==> src/hdl/cache_pkg.sv <==
package cache_pkg;

	localparam int LINE_BITS = 256;
	localparam int LINE_BYTES = 32;
	localparam int NUM_SETS = 8;
	localparam int INDEX_BITS = 3;
	localparam int OFFSET_BITS = 5;
	localparam int TAG_BITS = 24;
	localparam int NUM_WAYS = 2;

	typedef logic [LINE_BITS-1:0] line_t;
	typedef logic [LINE_BYTES-1:0] line_mask_t;

	typedef struct packed {
		logic [TAG_BITS-1:0] tag;
		logic [INDEX_BITS-1:0] index;
		logic [OFFSET_BITS-1:0] offset;	// byte within the line
	} cache_addr_t;

	typedef struct packed {
		cache_addr_t addr;
		logic [31:0] wdata;
		logic [3:0] mask;	// byte mask of the word
		logic write;
	} cpu_req_t;

	typedef struct packed {
		cpu_req_t req;
		logic [NUM_WAYS-1:0] hit;
		logic victim_way;
		logic victim_dirty;
		logic [TAG_BITS-1:0] victim_tag;
		logic lru;	// set lru bit at lookup
	} stage_t;

	typedef enum logic [1:0] {
		ST_IDLE,
		ST_WRITEBACK,
		ST_FILL,
		ST_UPDATE
	} miss_state_e;

endpackage : cache_pkg

==> src/hdl/cache_miss_ctrl.sv <==
`timescale 1ns/1ns

module cache_miss_ctrl
(
	input logic clk,
	input logic rst,
	input cache_pkg::stage_t stage_i,
	input logic valid_req_i,
	input logic mem_resp_i,

	output logic stall_o,
	output logic mem_read_o,
	output logic mem_write_o,
	output logic [31:0] mem_addr_o,
	output logic fill_we_o
);

cache_pkg::miss_state_e state_q;
cache_pkg::miss_state_e state_d;
logic miss;

assign miss = valid_req_i && (stage_i.hit == '0);

always_ff @(posedge clk)
begin
	if (rst)
		state_q <= cache_pkg::ST_IDLE;
	else
		state_q <= state_d;
end

// the stage register reloads once as the FSM leaves idle, so the
// victim fields seen in writeback already include the last hit's update
always_comb
begin
	state_d = state_q;
	case (state_q)
		cache_pkg::ST_IDLE:
		begin
			if (miss)
				state_d = cache_pkg::ST_WRITEBACK;
		end
		cache_pkg::ST_WRITEBACK:
		begin
			if (!stage_i.victim_dirty || mem_resp_i)
				state_d = cache_pkg::ST_FILL;	// clean victim skips memory
		end
		cache_pkg::ST_FILL:
		begin
			if (mem_resp_i)
				state_d = cache_pkg::ST_UPDATE;
		end
		cache_pkg::ST_UPDATE:
			state_d = cache_pkg::ST_IDLE;
		default:
			state_d = cache_pkg::ST_IDLE;
	endcase
end

always_comb
begin
	stall_o = (state_q != cache_pkg::ST_IDLE);
	mem_write_o = (state_q == cache_pkg::ST_WRITEBACK) && stage_i.victim_dirty;
	mem_read_o = (state_q == cache_pkg::ST_FILL);
	fill_we_o = (state_q == cache_pkg::ST_UPDATE);
end

always_comb
begin
	if (state_q == cache_pkg::ST_WRITEBACK)
	begin
		mem_addr_o = {stage_i.victim_tag, stage_i.req.addr.index,
			{cache_pkg::OFFSET_BITS{1'b0}}};	// victim line
	end
	else
	begin
		mem_addr_o = {stage_i.req.addr.tag, stage_i.req.addr.index,
			{cache_pkg::OFFSET_BITS{1'b0}}};
	end
end

endmodule : cache_miss_ctrl

==> config.mk <==
export PLATFORM = sky130hd
export DESIGN_NAME = cache_miss_ctrl
export DESIGN_NICKNAME = d
export VERILOG_FILES = /design/src/hdl/cache_pkg.sv /design/src/hdl/cache_miss_ctrl.sv
export SDC_FILE = /design/constraint.sdc
export NUM_CORES = 1
export LEC_CHECK = 0
export BUFFER_PORTS_ARGS = -buffer_cell sky130_fd_sc_hd__buf_4
export CAP_MARGIN = 20
export CORE_ASPECT_RATIO = 1.1
export CORE_MARGIN = 3
export CORE_UTILIZATION = 23
export DETAILED_ROUTE_END_ITERATION = 10
export GPL_TIMING_DRIVEN = 0
export HOLD_SLACK_MARGIN = 0.15
export PLACE_DENSITY = 0.84
export SLEW_MARGIN = 30
export SYNTH_ARGS = -nofsm -noshare
export SYNTH_HDL_FRONTEND = slang
export SYNTH_SLANG_ARGS = --single-unit
==> constraint.sdc <==
create_clock -name clk -period 2.2 [get_ports clk]
set_input_delay 0.11 -clock clk [delete_from_list [all_inputs] [get_ports clk]]
set_output_delay 0.11 -clock clk [all_outputs]
set_load 0.05 [all_outputs]
==> results by group, run 1 <==
Run status
  • Status: completed

Timing
  • Final setup vio count: 0
  • Final number of hold-violating endpoints: 0
  • Max Clock Freq: 547 MHz
  • Post-Route Setup TNS: 0 ps
  • Minimum clock period: 1830 ps
  • Final worst-path cycle share: 83.0%
  • Worst Clk Skew: 1.40 ps
  • Fin. max-slew vios: 0
  • RSZ-0062 raised after global routing: no

Global route
  • Antenna violations before repair: 0
  • Grt ovf: 0
  • First-pass GRT wire length: 3070 um
  • Pin count of the biggest net entering global routing: 11
  • Total GRT Usage: 12.9%
  • Vias in the first global route: 746

Die
  • Starting Density: 24.6%
  • DIE WIDTH: 53.2 um
  • IO Pins: 138
  • Core area: 2300 um2
  • Die Y: 58.0 um
  • Die area: 3080 um2
  • Row cnt: 18

Setup path
  • CP Max Fanout: 10
  • Critical Path Start Type: register
  • Critical path type: register to primary output
  • Worst EP required: 2090 ps
  • Crit. End Element: primary output
  • CP Data Arrival Time: 1720 ps

Route
  • Iteration-0 DRC Markers: 14
  • Vias post-DR: 762
  • DR WL/cell: 12.4 um
  • Length of the first detailed-routing pass in iterations: 2
  • Final WL: 2200 um
  • Post-route DRC: 0
  • ANT nets after route: 0
  • Via-per-instance ratio: 4.28

CTS
  • CTS tree: yes
  • Clock Sink Count: 2
  • Cts bufs inserted: 3
  • Worst-path clk slew: 30 ps
  • Worst skew pair latency: 220 ps
  • H-Tree Depth: 1
  • CTS Hold Bufs: 0
  • Post-CTS sizing: 0
  • Post-CTS Repair Setup Buffers: 0
  • Root Driver: clkbuf_4
  • Clock Tree Buf Depth: 2

Logic synthesis
  • Synth top area cells: mux2_2, ha_1, buf_4
  • Yosys cell types: 15
  • Sequential fraction of the synthesis area: 7.10%
  • #FFs+latches synth: 2
  • Area leader, netlist: mux2_2
  • Mapped Area: 564 um2
  • Yosys warns: 0
  • Syn Area/Cell: 10.1 um2
  • Cells after Synth: 56
  • Top cell type's share of synthesized area: 47.9%

Cells and area
  • Fillers: 216
  • Diodes inserted: 0
  • Reg with most FFs: state_q
  • Max reg flops: 2
  • Area Growth Syn to Fin: 126%
  • Final non-filler cell total: 178
  • Largest registers: state_q x2
  • Layout cells sized above 1: 83.8%
  • Nets: 257

Job
  • Max_cap viols: 0

Place
  • # port buffers: 85
  • Placed Cells: 175
  • GP Congestion: 0.664
  • DP HPWL: 1970 um

Min path
  • Worst hold path type: input port to register

Power
  • Worst VDD drop: 829 uV
  • Leak: 0.000680 uW
  • Power Density: 1130 nW/um2
==> worst max-delay path: stages, from the launching register on <==
cell and delay, ps:
dfxtp_1 330, inv_1 120, ha_1 180, buf_6 150
clkbuf_8 170, mux2_2 350, buf_4 190
==> synth_stat cells (all sizes together) <==
master / count
a21oi: 1
ha: 5
inv: 3
nand2b: 3
dfxtp: 2
buf: 9
and2: 1
o21bai: 1
mux2i: 2
conb: 1
clkbuf: 2
o22a: 1
mux2: 24
nor3b: 1
==> path summary, 6_finish.rpt <==
path	cells after the start	endpoint	start	slack, ps
max	6	mem_addr_o[24]	state_q[1]	370
min reg2reg	2	state_q[0]	state_q[0]	520
max reg2reg	6	state_q[0]	state_q[1]	760
min	3	state_q[1]	rst	180
==> power breakdown <==
part           switching, uW  leakage [uW]  internal, uW
registers               14.6     0.0000164          50.1
logic                    795      0.000650           507
clock network           18.3     0.0000138          60.0
total                    828      0.000680           617
==> cell type report <==
type	instances	area [um2]	area share [%]
Timing Repair Buffer	85	638	50.0
Multi-Input combinational cell	44	429	33.6
Buffer	11	98.8	7.74
Sequential cell	2	40.0	3.13
Tap cell	30	37.5	2.94
Clock buffer	3	22.5	1.76
Inverter	3	11.3	0.881
==> cells in the final DEF, fill, tap and decap left out, drive strengths merged <==
master / count
a21oi: 1
and2: 1
buf: 94
clkbuf: 5
conb: 5
dfxtp: 2
ha: 5
inv: 3
mux2: 24
mux2i: 2
nand2b: 3
nor3b: 1
o21bai: 1
o22a: 1
==> metrics by stage <==
step | setup slack [ps] | power (uW) | instance area, um2 | hold WS (ps) | util (%)
CTS | 358 | 1470 | 1280 | 181 | 55.6
finish | 373 | 1450 | 1280 | 181 | 55.6
floorplan | 759 | 1020 | 579 | 290 | -
global placement | 667 | 1360 | 1250 | 403 | 54.6
global route | 284 | 1520 | 1280 | 208 | 55.6
detailed placement | 598 | 1380 | 1250 | 412 | 54.6
==> cells by family (layout without fill, tap and decap cells) <==
logic type	after synthesis	after routing	synth area share, %
fa+ha+maj	5	5	11.1
simple gates	5	5	5.77
other cells	1	5	0.665
mux	26	26	51.4
compound gates	3	3	4.44
buf+inv	14	102	19.5
flops	2	2	7.10
==> routing by layer <==
layer	global-route usage (%)	wire length, um	vias to the layer above
met1	11.4	655	342
li1	-	-	365
met4	3.28	0	0
met5	0	0	-
met2	25.6	1200	55
met3	5.14	347	0
Note: power is estimated with default switching activity, not from simulation.
==> run 2, diff against run 1 <==
CORE_UTILIZATION = 20   (was 23)
PLACE_DENSITY = 0.78   (was 0.84)
clock period = 1.55 ns   (was 2.2 ns; I/O delays follow)
==> run 2 against run 1 <==
  * Via count increased by 7.3%
  * Combinational power grew 100%
  * Total power grew 94%
  * Critical endpoint is now mem_addr_o[25]
  * Largest power group unchanged
==> results by group, run 2 (synthesis gave the netlist of run 1 again) <==
Timing
  • Max Clock Freq: 649 MHz
  • Final worst-path cycle share: 99.4%
  • Worst Clk Skew: 5.60 ps
  • Final setup vio count: 0
  • Final number of hold-violating endpoints: 0
  • RSZ-0062 raised after global routing: yes
  • Fin. max-slew vios: 0
  • Minimum clock period: 1540 ps

Global route
  • Met2 Usage GRT: 32.5%
  • Antenna violations before repair: 0
  • Pin count of the biggest net entering global routing: 8
  • Grt ovf: 0
  • Met1 Use GR: 16.1%
  • GRT Max-Usage Layer: met2
  • Total GRT Usage: 16.0%
  • Met3 Use GR: 5.99%
  • Vias in the first global route: 933
  • First-pass GRT wire length: 4370 um

Cells and area
  • Largest registers: state_q x2
  • Nets: 265
  • Diodes inserted: 0
  • Commonest non-fill, non-tap cell in the layout: buf_4
  • Area Growth Syn to Fin: 196%
  • Reg with most FFs: state_q
  • Max reg flops: 2
  • Fillers: 188
  • Seq. cell area: 45.0 um2
  • Final non-filler cell total: 187
  • Highest-count cells in the layout ignoring fill and taps: buf_4, buf_8, mux2_4
  • Post-route cell area: 1670 um2
  • Area of the multi-input gates: 528 um2
  • Layout cells sized above 1: 86.5%
  • Fin util: 64.4%

Route
  • DR WL/cell: 15.3 um
  • Vias post-DR: 818
  • Post-route DRC: 0
  • Final WL: 2870 um
  • ANT nets after route: 0
  • Via-per-instance ratio: 4.37
  • Length of the first detailed-routing pass in iterations: 7
  • Iteration-0 DRC Markers: 14

Setup path
  • CP cell instances: inv_2 > ha_4 > clkbuf_16 > mux2_4 > buf_8
  • Worst EP required: 1470 ps
  • Critical path type: register to primary output
  • Critical Path Start Type: register
  • Critical path's slowest cell: dfxtp_2
  • Crit. End Element: primary output
  • CP Max Fanout: 7
  • CP Data Arrival Time: 1460 ps
  • Crit-path max cell delay: 310 ps

Die
  • DIE WIDTH: 56.6 um
  • Die Y: 61.7 um
  • Die area: 3500 um2
  • Starting Density: 21.8%
  • IO Pins: 138
  • Core area: 2590 um2
  • Row cnt: 19

Place
  • Cell Area, Placed: 1260 um2
  • # port buffers: 85
  • GP Congestion: 0.734
  • Placed Cells: 176

Power
  • Internal power: 1450 uW
  • Gate power share: 92.4%
  • Final Power: 2810 uW
  • Leak: 0.000882 uW
  • Power Density: 1680 nW/um2
  • Switch Pwr: 1360 uW
  • Clk pwr share: 4.1%
  • Worst VDD drop: 1260 uV
  • Register share of total power: 3.5%
  • Switching Share: 48.6%

Run status
  • Status: completed

CTS
  • Worst-path clk slew: 30 ps
  • H-Tree Depth: 1
  • Cts bufs inserted: 3
  • Root Driver: clkbuf_4
  • Clock Tree Buf Depth: 2
  • CTS tree: yes
  • Clock Sink Count: 2
  • Worst skew pair latency: 220 ps

Job
  • Max_cap viols: 0

Min path
  • Worst hold path type: input port to register
==> run 2: changes by cell type in the layout (fill, tap and decap cells not counted), sizes merged <==
cell	previous run	this run
dlygate4sd3	0	1
buf	94	100
clkbuf	5	6
==> run 2: layer usage <==
metal	vias up	routed length [um]
met1	363	913
met5	-	0
met4	0	0
met3	0	376
met2	73	1580
li1	382	-
==> run 2: final cells by class <==
type	count	area share, %
Buffer	10	6.60
Clock buffer	3	1.35
Inverter	3	0.675
Multi-Input combinational cell	44	31.6
Sequential cell	2	2.70
Tap cell	31	2.32
Timing Repair Buffer	94	54.7
==> run 2: what timing repair did <==
action                                 4_1_cts  5_1_grt
setup endpoints to repair                   25       24
resized for setup                           81        1
buffers inserted                             6        0
pin swaps                                    0        0
endpoints found under the hold margin        2        0
gates cloned                                 2        0
hold buffers                                 1        0
==> run 2: critical path: cells and delay by family (launching register included) <==
| family | cells | cell delay, ps |
|---|---|---|
| adders and majority gates | 1 | 220 |
| DFF | 1 | 310 |
| buffers and inverters | 3 | 400 |
| muxes | 1 | 310 |
==> run 2: path summary, 6_finish.rpt <==
kind | start | endpoint | slack [ps] | cells past startpoint
worst max-delay path | state_q[1] | mem_addr_o[25] | 10 | 5
worst min-delay path | mem_resp_i | state_q[0] | 220 | 3
worst max register to register | state_q[0] | state_q[1] | 190 | 6
worst min register to register | state_q[0] | state_q[0] | 650 | 3
==> run 2: metrics by stage <==
step | hold slack (ps) | setup TNS (ps) | setup WS, ps
final | 222 | 0 | 9.68
after global routing | 260 | -469 | -31.9
after CTS | 220 | -441 | -28.3
after detailed placement | 381 | 0 | 20.8
after global placement | 372 | 0 | 47.2
after floorplan | 258 | 0 | 109
==> run 2: power groups by stage <==
stage / combinational [uW] / sequential (uW) / clock (uW)
floorplan: 1370 / 87.0 / 0
global placement: 1830 / 90.7 / 0
detailed placement: 1850 / 92.4 / 0
CTS: 2600 / 97.1 / 121
global route: 2700 / 102 / 125
finish: 2600 / 97.8 / 115
