`config.mk`:
```
export PLATFORM = sky130hd
export DESIGN_NAME = cache_stage_regs
export DESIGN_NICKNAME = d
export VERILOG_FILES = /design/src/hdl/cache_pkg.sv /design/src/hdl/cache_stage_regs.sv
export SDC_FILE = /design/constraint.sdc
export NUM_CORES = 1
export LEC_CHECK = 0
export BUFFER_PORTS_ARGS = -buffer_cell sky130_fd_sc_hd__buf_2
export CAP_MARGIN = 20
export CELL_PAD_IN_SITES_DETAIL_PLACEMENT = 2
export CELL_PAD_IN_SITES_GLOBAL_PLACEMENT = 2
export CORE_AREA = 2 2 130 132
export CTS_CLUSTER_SIZE = 14
export DETAILED_ROUTE_END_ITERATION = 7
export DIE_AREA = 0 0 132 134
export PLACE_DENSITY = 0.83
export SETUP_SLACK_MARGIN = 0.15
export SLEW_MARGIN = 40
export SYNTH_ARGS = -nofsm -noshare
export SYNTH_HDL_FRONTEND = slang
export SYNTH_SLANG_ARGS = --single-unit
```
`constraint.sdc`:
```
create_clock -name clk -period 1 [get_ports clk]
set_input_delay 0.2 -clock clk [delete_from_list [all_inputs] [get_ports clk]]
set_output_delay 0.2 -clock clk [all_outputs]
set_load 0.05 [all_outputs]
```
`src/hdl/cache_pkg.sv`:
```
package cache_pkg;

	localparam int LINE_BITS = 256;
	localparam int LINE_BYTES = 32;
	localparam int NUM_SETS = 8;
	localparam int INDEX_BITS = 3;
	localparam int OFFSET_BITS = 5;
	localparam int TAG_BITS = 24;
	localparam int NUM_WAYS = 2;

	typedef logic [LINE_BITS-1:0] line_t;
	typedef logic [LINE_BYTES-1:0] line_mask_t;

	typedef struct packed {
		logic [TAG_BITS-1:0] tag;
		logic [INDEX_BITS-1:0] index;
		logic [OFFSET_BITS-1:0] offset;	// byte within the line
	} cache_addr_t;

	typedef struct packed {
		cache_addr_t addr;
		logic [31:0] wdata;
		logic [3:0] mask;	// byte mask of the word
		logic write;
	} cpu_req_t;

	typedef struct packed {
		cpu_req_t req;
		logic [NUM_WAYS-1:0] hit;
		logic victim_way;
		logic victim_dirty;
		logic [TAG_BITS-1:0] victim_tag;
		logic lru;	// set lru bit at lookup
	} stage_t;

	typedef enum logic [1:0] {
		ST_IDLE,
		ST_WRITEBACK,
		ST_FILL,
		ST_UPDATE
	} miss_state_e;

endpackage : cache_pkg

```
`src/hdl/cache_stage_regs.sv`:
```
`timescale 1ns/1ns

module cache_stage_regs
(
	input logic clk,
	input logic rst,
	input logic load_i,
	input logic stall_i,
	input cache_pkg::stage_t stage_i,

	output cache_pkg::stage_t stage_o,
	output logic stall_o,
	output logic stall2_o
);

cache_pkg::stage_t stage_q;
logic stall_q;
logic stall2_q;

always_ff @(posedge clk)
begin
	if (rst)
	begin
		stage_q <= '0;
		stall_q <= 1'b0;
		stall2_q <= 1'b0;
	end
	else
	begin
		if (load_i)
			stage_q <= stage_i;	// holds while a miss is served
		stall_q <= stall_i;
		stall2_q <= stall_q;
	end
end

always_comb
begin
	stage_o = stage_q;
	stall_o = stall_q;
	stall2_o = stall2_q;
end

endmodule : cache_stage_regs

```
==> report_table.html, run 1 <==
<table>
<tr><th>Metric</th><th>Value</th></tr>
<tr><th colspan="2">Synthesis</th></tr>
<tr><td>Number of warnings reported in the yosys synthesis log</td><td>0</td></tr>
<tr><td>Sequential element share of the synthesized area</td><td>57.02%</td></tr>
<tr><td>Ys async rst share</td><td>0%</td></tr>
<tr><td>Flops &amp; latches, synth</td><td>100</td></tr>
<tr><td>Cell Area, Synth</td><td>3511 µm²</td></tr>
<tr><td>Main flop type after synthesis</td><td>sky130_fd_sc_hd__dfxtp_1</td></tr>
<tr><td>Most area-hungry cell type in the Yosys netlist</td><td>sky130_fd_sc_hd__dfxtp_1</td></tr>
<tr><td>Most repeated cell in the gate-level netlist after synthesis</td><td>sky130_fd_sc_hd__dfxtp_1</td></tr>
<tr><td>Most area-consuming cells after synthesis</td><td>sky130_fd_sc_hd__dfxtp_1, sky130_fd_sc_hd__mux2i_1, sky130_fd_sc_hd__nor2_1, sky130_fd_sc_hd__buf_4, sky130_fd_sc_hd__buf_8</td></tr>
<tr><td>Post-synthesis area per instance</td><td>approximately 11 µm²</td></tr>
<tr><td>Commonest cells post-synth</td><td>sky130_fd_sc_hd__dfxtp_1, sky130_fd_sc_hd__mux2i_1, sky130_fd_sc_hd__nor2_1</td></tr>
<tr><td>EDFF count, synth</td><td>0</td></tr>
<tr><td>Post-Synthesis Cells</td><td>between 300 and 400</td></tr>
<tr><td>Share of Yosys cell area claimed by the top area cell type</td><td>approximately 57%</td></tr>
<tr><td>Syn_nets</td><td>between 400 and 500</td></tr>
<tr><td>Number of different library cells in the post-synthesis netlist</td><td>9</td></tr>
<tr><th colspan="2">Global routing</th></tr>
<tr><td>Overall global routing resource usage</td><td>between 10% and 20%</td></tr>
<tr><td>Via count of the first global-routing pass</td><td>3,693</td></tr>
<tr><td>Largest net degree at the start of global routing</td><td>52</td></tr>
<tr><td>Global-route wire length before repair</td><td>roughly 20 mm</td></tr>
<tr><td>Initial antenna violation count</td><td>1</td></tr>
<tr><td>Global route total overflow</td><td>0</td></tr>
<tr><th colspan="2">Timing</th></tr>
<tr><td>Worst slew margin</td><td>79.73%</td></tr>
<tr><td>Count of final max-slew check failures</td><td>0</td></tr>
<tr><td>Final hold violation count</td><td>0</td></tr>
<tr><td>Pin slew with the least headroom to its limit</td><td>0.3040 ns</td></tr>
<tr><td>Share of the cycle needed by the critical path after routing</td><td>105.7%</td></tr>
<tr><td>RSZ-0062 raised after global routing</td><td>yes</td></tr>
<tr><td>Total Neg Setup Slack</td><td>-3.841 ns</td></tr>
<tr><td>Maximum clock rate</td><td>~0.95 GHz</td></tr>
<tr><td>Worst hold margin</td><td>0.08852 ns</td></tr>
<tr><td>Final number of setup-violating endpoints</td><td>100</td></tr>
<tr><td>Final min period</td><td>between 1 and 1.5 ns</td></tr>
<tr><td>Worst path setup slack after routing</td><td>-0.05715 ns</td></tr>
<tr><td>Clock tree skew after final layout</td><td>0.0001931 ns</td></tr>
<tr><th colspan="2">Critical path</th></tr>
<tr><td>Critical path capture point type</td><td>output port</td></tr>
<tr><td>R2R cell count</td><td>4</td></tr>
<tr><td>Critical Path Max Stage Delay</td><td>0.36 ns</td></tr>
<tr><td>Cell-by-cell trace of the critical path</td><td>buf_8</td></tr>
<tr><td>Endpoint required time on the critical path</td><td>0.80 ns</td></tr>
<tr><td>CP Class</td><td>register to output port</td></tr>
<tr><td>Kind of launch point of the worst setup path</td><td>register</td></tr>
<tr><td>CP Data Arrival Time</td><td>0.86 ns</td></tr>
<tr><td>Depth of the critical timing path with buffers and inverters included</td><td>1</td></tr>
<tr><td>Cell with the largest stage delay on the worst path</td><td>sky130_fd_sc_hd__dfxtp_2</td></tr>
<tr><td>Reg2reg setup slack</td><td>approximately 0.11 ns</td></tr>
<tr><td>Buffers plus inverters on the worst setup path</td><td>1</td></tr>
<tr><td>Highest net fanout along the worst path</td><td>2</td></tr>
<tr><td>CP delay by family, top</td><td>flip-flops</td></tr>
<tr><th colspan="2">Clock tree</th></tr>
<tr><td>TritonCTS sink count</td><td>100</td></tr>
<tr><td>Inserted Clock Buffers</td><td>9</td></tr>
<tr><td>CTS tree</td><td>done</td></tr>
<tr><td>Skew-Pair Late Insertion Delay</td><td>about 0.34 ns</td></tr>
<tr><td>Clock-pin transition on the worst setup and hold timing paths</td><td>approximately 0.07 ns</td></tr>
<tr><td>Number of hold buffers added after CTS</td><td>0</td></tr>
<tr><td>Buffer depth of the longest clock path</td><td>2</td></tr>
<tr><td>H-tree depth reported by CTS</td><td>3</td></tr>
<tr><td>Clock Tree Root</td><td>sky130_fd_sc_hd__clkbuf_16</td></tr>
<tr><th colspan="2">Layout</th></tr>
<tr><td>Fraction of final layout cells sized beyond drive strength 1</td><td>a little under two thirds</td></tr>
<tr><td>Number of nets in the finished design</td><td>roughly 640</td></tr>
<tr><td>Antenna diodes</td><td>0</td></tr>
<tr><td>Synth-to-layout area growth</td><td>82.22%</td></tr>
<tr><th colspan="2">Pwr</th></tr>
<tr><td>Maximum resistive drop on vdd</td><td>roughly 0.90 mV</td></tr>
<tr><td>Leakage</td><td>just over 0.003 µW</td></tr>
<tr><td>Pwr per Cell Area</td><td>about 1700 nW/µm²</td></tr>
<tr><th colspan="2">Placed design</th></tr>
<tr><td>Buffers on Ports</td><td>around 200</td></tr>
<tr><td>Pre-CTS setup slack</td><td>-0.1159 ns</td></tr>
<tr><td>RD Place Congestion</td><td>around 0.67</td></tr>
<tr><td>Half-perimeter wire length after detailed placement</td><td>around 8.5 mm</td></tr>
<tr><th colspan="2">Worst hold path</th></tr>
<tr><td>Worst Hold Depth</td><td>3</td></tr>
<tr><td>Path type of the worst min-delay path</td><td>input pin to register</td></tr>
<tr><th colspan="2">Flow run</th></tr>
<tr><td>Count of max-cap constraint violations</td><td>0</td></tr>
<tr><th colspan="2">Floorplan</th></tr>
<tr><td>Core region area</td><td>16,290 µm²</td></tr>
<tr><td>Initial standard-cell utilization of the core</td><td>roughly 22%</td></tr>
<tr><td>Die H</td><td>between 100 and 150 µm</td></tr>
<tr><td>Die width</td><td>132 µm</td></tr>
<tr><td>Area of the die</td><td>17,690 µm²</td></tr>
<tr><td>Number of primary I/O pins</td><td>between 200 and 250</td></tr>
<tr><td>Std-Cell Rows</td><td>47</td></tr>
<tr><th colspan="2">Detailed routing</th></tr>
<tr><td>Routed via count</td><td>~3,100</td></tr>
<tr><td>Number of iterations in the first detailed-routing pass</td><td>3</td></tr>
<tr><td>Number of nets still failing antenna checks after routing</td><td>0</td></tr>
<tr><td>DRC errors left</td><td>0</td></tr>
<tr><td>Per-cell routed wire length</td><td>17.52 µm</td></tr>
<tr><td>Via/cell ratio</td><td>approximately 4.1</td></tr>
<tr><td>Final WL</td><td>between 10 and 15 mm</td></tr>
<tr><td>First DRT Iteration DRCs</td><td>between 50 and 60</td></tr>
<tr><th colspan="2">Status</th></tr>
<tr><td>Run status</td><td>complete, but fails checks</td></tr>
<tr><td>Violations in the final reports</td><td>negative setup slack</td></tr>
</table>
routing by layer:
layer / GRT usage (%) / up-vias / wire length (µm)
li1: - / 1484 / -
met2: 29.28 / 130 / 7644
met1: 14.24 / 1515 / 4600
met5: 0 / - / 0
met3: 4.837 / 13 / 905
met4: 5.254 / 0 / 216
area by class of cell:
| cell class | count | area [µm²] |
|---|---|---|
| clock buffer | 11 | 242.7 |
| clock inverter | 4 | 97.59 |
| fill | 1717 | 9892 |
| multi-input combinational | 198 | 1390 |
| sequential | 100 | 2127 |
| tap | 220 | 275.3 |
| timing repair buffer | 230 | 2265 |
kinds of logic (layout without fill, tap and decap cells):
logic type             Yosys count  count (layout)  share of synthesized area (%)
buffers and inverters           22             245                          4.206
flip-flops                     100             100                          57.02
multiplexers                    98              98                          27.94
AND/OR/NAND/NOR                100             100                          10.83
path summary, 6_finish.rpt:
kind,start,endpoint
worst max register to register,stage_o[45],stage_o[45]
worst max-delay path,stage_o[79],stage_o[79]
worst min-delay path,stage_i[90],stage_o[90]
worst min register to register,stall_o,stall2_o
power breakdown:
group	leakage [µW]	switching, µW	internal, µW
combinational	0.00205	1380	1080
clock	0.000162	1500	2500
sequential	0.000861	228	4270
total	0.00307	3100	7860
placed cells by master (no fill, tap or decap):
cell / n
sky130_fd_sc_hd__mux2i_1: 95
sky130_fd_sc_hd__buf_4: 26
sky130_fd_sc_hd__buf_8: 95
sky130_fd_sc_hd__nor2b_1: 2
sky130_fd_sc_hd__clkbuf_16: 9
sky130_fd_sc_hd__mux2i_4: 2
sky130_fd_sc_hd__mux2i_2: 1
sky130_fd_sc_hd__buf_6: 6
sky130_fd_sc_hd__clkbuf_1: 1
sky130_fd_sc_hd__nor2_1: 98
sky130_fd_sc_hd__buf_2: 99
sky130_fd_sc_hd__clkinvlp_4: 1
sky130_fd_sc_hd__buf_12: 4
sky130_fd_sc_hd__dfxtp_2: 100
sky130_fd_sc_hd__clkbuf_8: 1
sky130_fd_sc_hd__bufinv_16: 3
state kept, by name (all words and copies together), names as in the netlist:
register / count
stage_o: 98
stall2_o: 1
stall_o: 1
per-stage QoR:
stage | util [%] | area [µm²] | power [µW] | cells
after global routing | 39.27 | 6397 | 11440 | 763
after detailed placement | 29.77 | 4850 | 6372 | 726
final | 39.27 | 6397 | 10960 | 763
after floorplan | - | 3625 | 5789 | 320
after global placement | 29.77 | 4850 | 6287 | 726
after CTS | 38.34 | 6245 | 11010 | 751
timing repair:
action,in CTS,in global routing
gates resized for setup,309,14
pin swaps,0,1
setup endpoints to repair,100,101
buffers inserted,10,12
Power figures use the tool's default switching activity.
==> run 2, diff against run 1 <==
CORE_AREA = 2 2 124 114   (was 2 2 130 132)
DIE_AREA = 0 0 126 116   (was 0 0 132 134)
PLACE_DENSITY = 0.93   (was 0.83)
clock period = 1.3 ns   (was 1 ns; I/O delays follow)
==> run 2 against run 1 <==
Effect of this change: the run now ends clean; worst hold slack gained 0.060 ns; largest cell class is now flip-flops and latches; routed wire length down 3.8%; cell count is 9.3% lower; combinational power is 31% lower.
==> report_table.html, run 2 (synthesis gave the netlist of run 1 again) <==
<table>
<tr><th>Metric</th><th>Value</th></tr>
<tr><th colspan="2">Global routing</th></tr>
<tr><td>Largest net degree at the start of global routing</td><td>50 (-3.8%)</td></tr>
<tr><td>Global route total overflow</td><td>0 (unchanged)</td></tr>
<tr><td>Initial antenna violation count</td><td>1 (unchanged)</td></tr>
<tr><td>Global-route wire length before repair</td><td>19.29 mm (-5.5%)</td></tr>
<tr><td>Overall global routing resource usage</td><td>17.20% (+2.4 points)</td></tr>
<tr><td>Via count of the first global-routing pass</td><td>3,501 (-5.2%)</td></tr>
<tr><th colspan="2">Floorplan</th></tr>
<tr><td>Die H</td><td>116 µm (-13%)</td></tr>
<tr><td>Number of primary I/O pins</td><td>202 (unchanged)</td></tr>
<tr><td>Core region area</td><td>13,210 µm² (-19%)</td></tr>
<tr><td>Area of the die</td><td>14,620 µm² (-17%)</td></tr>
<tr><td>Std-Cell Rows</td><td>40 (-15%)</td></tr>
<tr><td>Initial standard-cell utilization of the core</td><td>26.57% (+5.0 points)</td></tr>
<tr><td>Die width</td><td>126 µm (-4.5%)</td></tr>
<tr><th colspan="2">Critical path</th></tr>
<tr><td>R2r endpoint</td><td>stage_o[64]</td></tr>
<tr><td>CP Class</td><td>register to output port</td></tr>
<tr><td>Endpoint required time on the critical path</td><td>1.04 ns (+0.24 ns)</td></tr>
<tr><td>Kind of launch point of the worst setup path</td><td>register</td></tr>
<tr><td>CP delay by family, top</td><td>flip-flops</td></tr>
<tr><td>Critical path capture point type</td><td>output port</td></tr>
<tr><td>Reg2reg setup slack</td><td>0.56 ns (+0.45 ns)</td></tr>
<tr><td>Cell with the largest stage delay on the worst path</td><td>sky130_fd_sc_hd__dfxtp_2</td></tr>
<tr><td>Critical Path Max Stage Delay</td><td>0.35 ns (about the same)</td></tr>
<tr><td>R2R cell count</td><td>3 (-1)</td></tr>
<tr><td>Worst reg2reg path startpoint</td><td>stage_o[64]</td></tr>
<tr><td>CP Data Arrival Time</td><td>0.86 ns (about the same)</td></tr>
<tr><td>Highest net fanout along the worst path</td><td>2 (unchanged)</td></tr>
<tr><td>Buffers plus inverters on the worst setup path</td><td>1 (unchanged)</td></tr>
<tr><td>Cell-by-cell trace of the critical path</td><td>buf_6</td></tr>
<tr><th colspan="2">Detailed routing</th></tr>
<tr><td>Routed via count</td><td>3,076 (-2.1%)</td></tr>
<tr><td>Met3 Routed Length</td><td>837 µm (-7.5%)</td></tr>
<tr><td>Per-cell routed wire length</td><td>18.58 µm (+6.1%)</td></tr>
<tr><td>Topmost layer with routed signal wires</td><td>met4</td></tr>
<tr><td>Via/cell ratio</td><td>4.445 (+7.9%)</td></tr>
<tr><td>First DRT Iteration DRCs</td><td>89 (+53%)</td></tr>
<tr><td>Final WL</td><td>12.86 mm (-3.8%)</td></tr>
<tr><td>Number of nets still failing antenna checks after routing</td><td>0 (unchanged)</td></tr>
<tr><td>DRC errors left</td><td>0 (unchanged)</td></tr>
<tr><td>Metal2 WL</td><td>7.214 mm (-5.6%)</td></tr>
<tr><td>Number of iterations in the first detailed-routing pass</td><td>3 (unchanged)</td></tr>
<tr><td>Detailed-route wire length on metal 1</td><td>4.594 mm (-0.13%)</td></tr>
<tr><th colspan="2">Timing</th></tr>
<tr><td>RSZ-0062 raised after global routing</td><td>yes</td></tr>
<tr><td>Worst slew margin</td><td>82.42% (+2.7 points)</td></tr>
<tr><td>Maximum clock rate</td><td>0.8897 GHz</td></tr>
<tr><td>Final hold violation count</td><td>0 (unchanged)</td></tr>
<tr><td>Final number of setup-violating endpoints</td><td>0 (-100%)</td></tr>
<tr><td>Share of the cycle needed by the critical path after routing</td><td>a little under 90%</td></tr>
<tr><td>Final min period</td><td>~1.1 ns</td></tr>
<tr><td>Clock tree skew after final layout</td><td>0.000009409 ns (-0.0001837 ns)</td></tr>
<tr><td>Pin slew with the least headroom to its limit</td><td>0.2637 ns (-0.04030 ns)</td></tr>
<tr><td>Total Neg Setup Slack</td><td>0 ns (+3.841 ns)</td></tr>
<tr><td>Count of final max-slew check failures</td><td>0 (unchanged)</td></tr>
<tr><th colspan="2">Layout</th></tr>
<tr><td>Area of the multi-input gates</td><td>1361 µm² (-2.1%)</td></tr>
<tr><td>Largest register FFs</td><td>98 (unchanged)</td></tr>
<tr><td>Fraction of final layout cells sized beyond drive strength 1</td><td>61.95% (-2.0 points)</td></tr>
<tr><td>Number of nets in the finished design</td><td>621 (-3.1%)</td></tr>
<tr><td>Leading cell types in the layout, fill and taps excluded</td><td>sky130_fd_sc_hd__buf_2, sky130_fd_sc_hd__dfxtp_2, sky130_fd_sc_hd__mux2i_1, sky130_fd_sc_hd__nor2_1, sky130_fd_sc_hd__buf_6</td></tr>
<tr><td>Storage element area</td><td>2127 µm² (unchanged)</td></tr>
<tr><td>Layout filler cell count</td><td>1,343 (-22%)</td></tr>
<tr><td>Synth-to-layout area growth</td><td>64.93%</td></tr>
<tr><td>Number of non-filler instances in the completed layout</td><td>692 (-9.3%)</td></tr>
<tr><th colspan="2">Worst hold path</th></tr>
<tr><td>Startpoint of the tightest hold check path</td><td>stage_i[32]</td></tr>
<tr><td>Worst Hold Depth</td><td>3 (unchanged)</td></tr>
<tr><td>Endpoint with the worst hold slack</td><td>stage_o[32]</td></tr>
<tr><td>Path type of the worst min-delay path</td><td>input pin to register</td></tr>
<tr><th colspan="2">Pwr</th></tr>
<tr><td>Pwr per Cell Area</td><td>1351 nW/µm² (-21%)</td></tr>
<tr><td>Leakage</td><td>0.002846 µW (-7.3%)</td></tr>
<tr><td>Maximum resistive drop on vdd</td><td>0.8409 mV (-6.2%)</td></tr>
<tr><th colspan="2">Status</th></tr>
<tr><td>Run status</td><td>finished clean</td></tr>
<tr><th colspan="2">Clock tree</th></tr>
<tr><td>H-tree depth reported by CTS</td><td>3 (unchanged)</td></tr>
<tr><td>Number of hold buffers added after CTS</td><td>0 (unchanged)</td></tr>
<tr><td>Inserted Clock Buffers</td><td>9 (unchanged)</td></tr>
<tr><td>Clock-pin transition on the worst setup and hold timing paths</td><td>0.07 ns (about the same)</td></tr>
<tr><td>Skew-Pair Late Insertion Delay</td><td>0.34 ns (about the same)</td></tr>
<tr><td>CTS tree</td><td>done</td></tr>
<tr><td>TritonCTS sink count</td><td>100 (unchanged)</td></tr>
<tr><td>Clock Tree Root</td><td>sky130_fd_sc_hd__clkbuf_16</td></tr>
<tr><td>Buffer depth of the longest clock path</td><td>2 (unchanged)</td></tr>
<tr><th colspan="2">Placed design</th></tr>
<tr><td>Buffers on Ports</td><td>201 (unchanged)</td></tr>
<tr><td>Half-perimeter wire length after detailed placement</td><td>8.526 mm (+0.55%)</td></tr>
<tr><td>RD Place Congestion</td><td>0.7114 (+5.8%)</td></tr>
<tr><td>Cells after DPL</td><td>675 (-7.0%)</td></tr>
<tr><th colspan="2">Flow run</th></tr>
<tr><td>Count of max-cap constraint violations</td><td>0 (unchanged)</td></tr>
</table>
[run 2: repair_timing]
action                     CTS  global route
gates resized for setup    260            52
setup buffers                0             1
setup endpoints to repair  100            50
pin swaps                    0             0
[run 2: per-layer routing]
layer | track usage (%) | vias up
met3 | 6.602 | 15
met2 | 34.34 | 126
met5 | 0 | -
li1 | - | 1451
met4 | 4.982 | 0
met1 | 16.37 | 1484
[run 2: stage by stage]
| step | power (µW) | hold slack, ns | area [µm²] | setup WS (ns) | util [%] |
|---|---|---|---|---|---|
| 3_3_place_gp | 4800 | 0.4393 | 4692 | 0.1894 | 35.51 |
| 6_report | 7824 | 0.1482 | 5791 | 0.1761 | 43.83 |
| 2_1_floorplan | 4414 | 0.3882 | 3511 | 0.2587 | - |
| 4_1_cts | 7867 | 0.1308 | 5683 | 0.1092 | 43.01 |
| 5_1_grt | 8184 | 0.1435 | 5791 | 0.1389 | 43.83 |
| 3_5_place_dp | 4875 | 0.4600 | 4692 | 0.07432 | 35.51 |
[run 2: final cells by class]
| cell class | count | share of cell area, % |
|---|---|---|
| well taps | 168 | 3.630 |
| flip-flops and latches | 100 | 36.73 |
| diodes | 1 | 0.04322 |
| multi-input cells | 198 | 23.51 |
| clock buffers | 11 | 4.192 |
| clock inverters | 4 | 0.8643 |
| repair buffers | 210 | 31.03 |
[run 2: worst min-delay path, delay by kind of cell]
kind	cells	cell delay [ns]
buffers and inverters	1	0.07
muxes	1	0.06
and+or+nand+nor	1	0.08
[run 2: worst max-delay path by stage]
stage / cells past startpoint / end / startpoint
global route: 1 / stage_o[29] / stage_o[29]
CTS: 1 / stage_o[29] / stage_o[29]
finish: 1 / stage_o[29] / stage_o[29]
detailed placement: 4 / stage_o[13] / load_i
floorplan: 5 / stage_o[76] / load_i
global placement: 4 / stage_o[86] / load_i
[run 2: power by group]
group,internal (µW),total (µW),switching [µW]
sequential,3290,3430,148
combinational,670,1700,1030
clock,1530,2690,1160
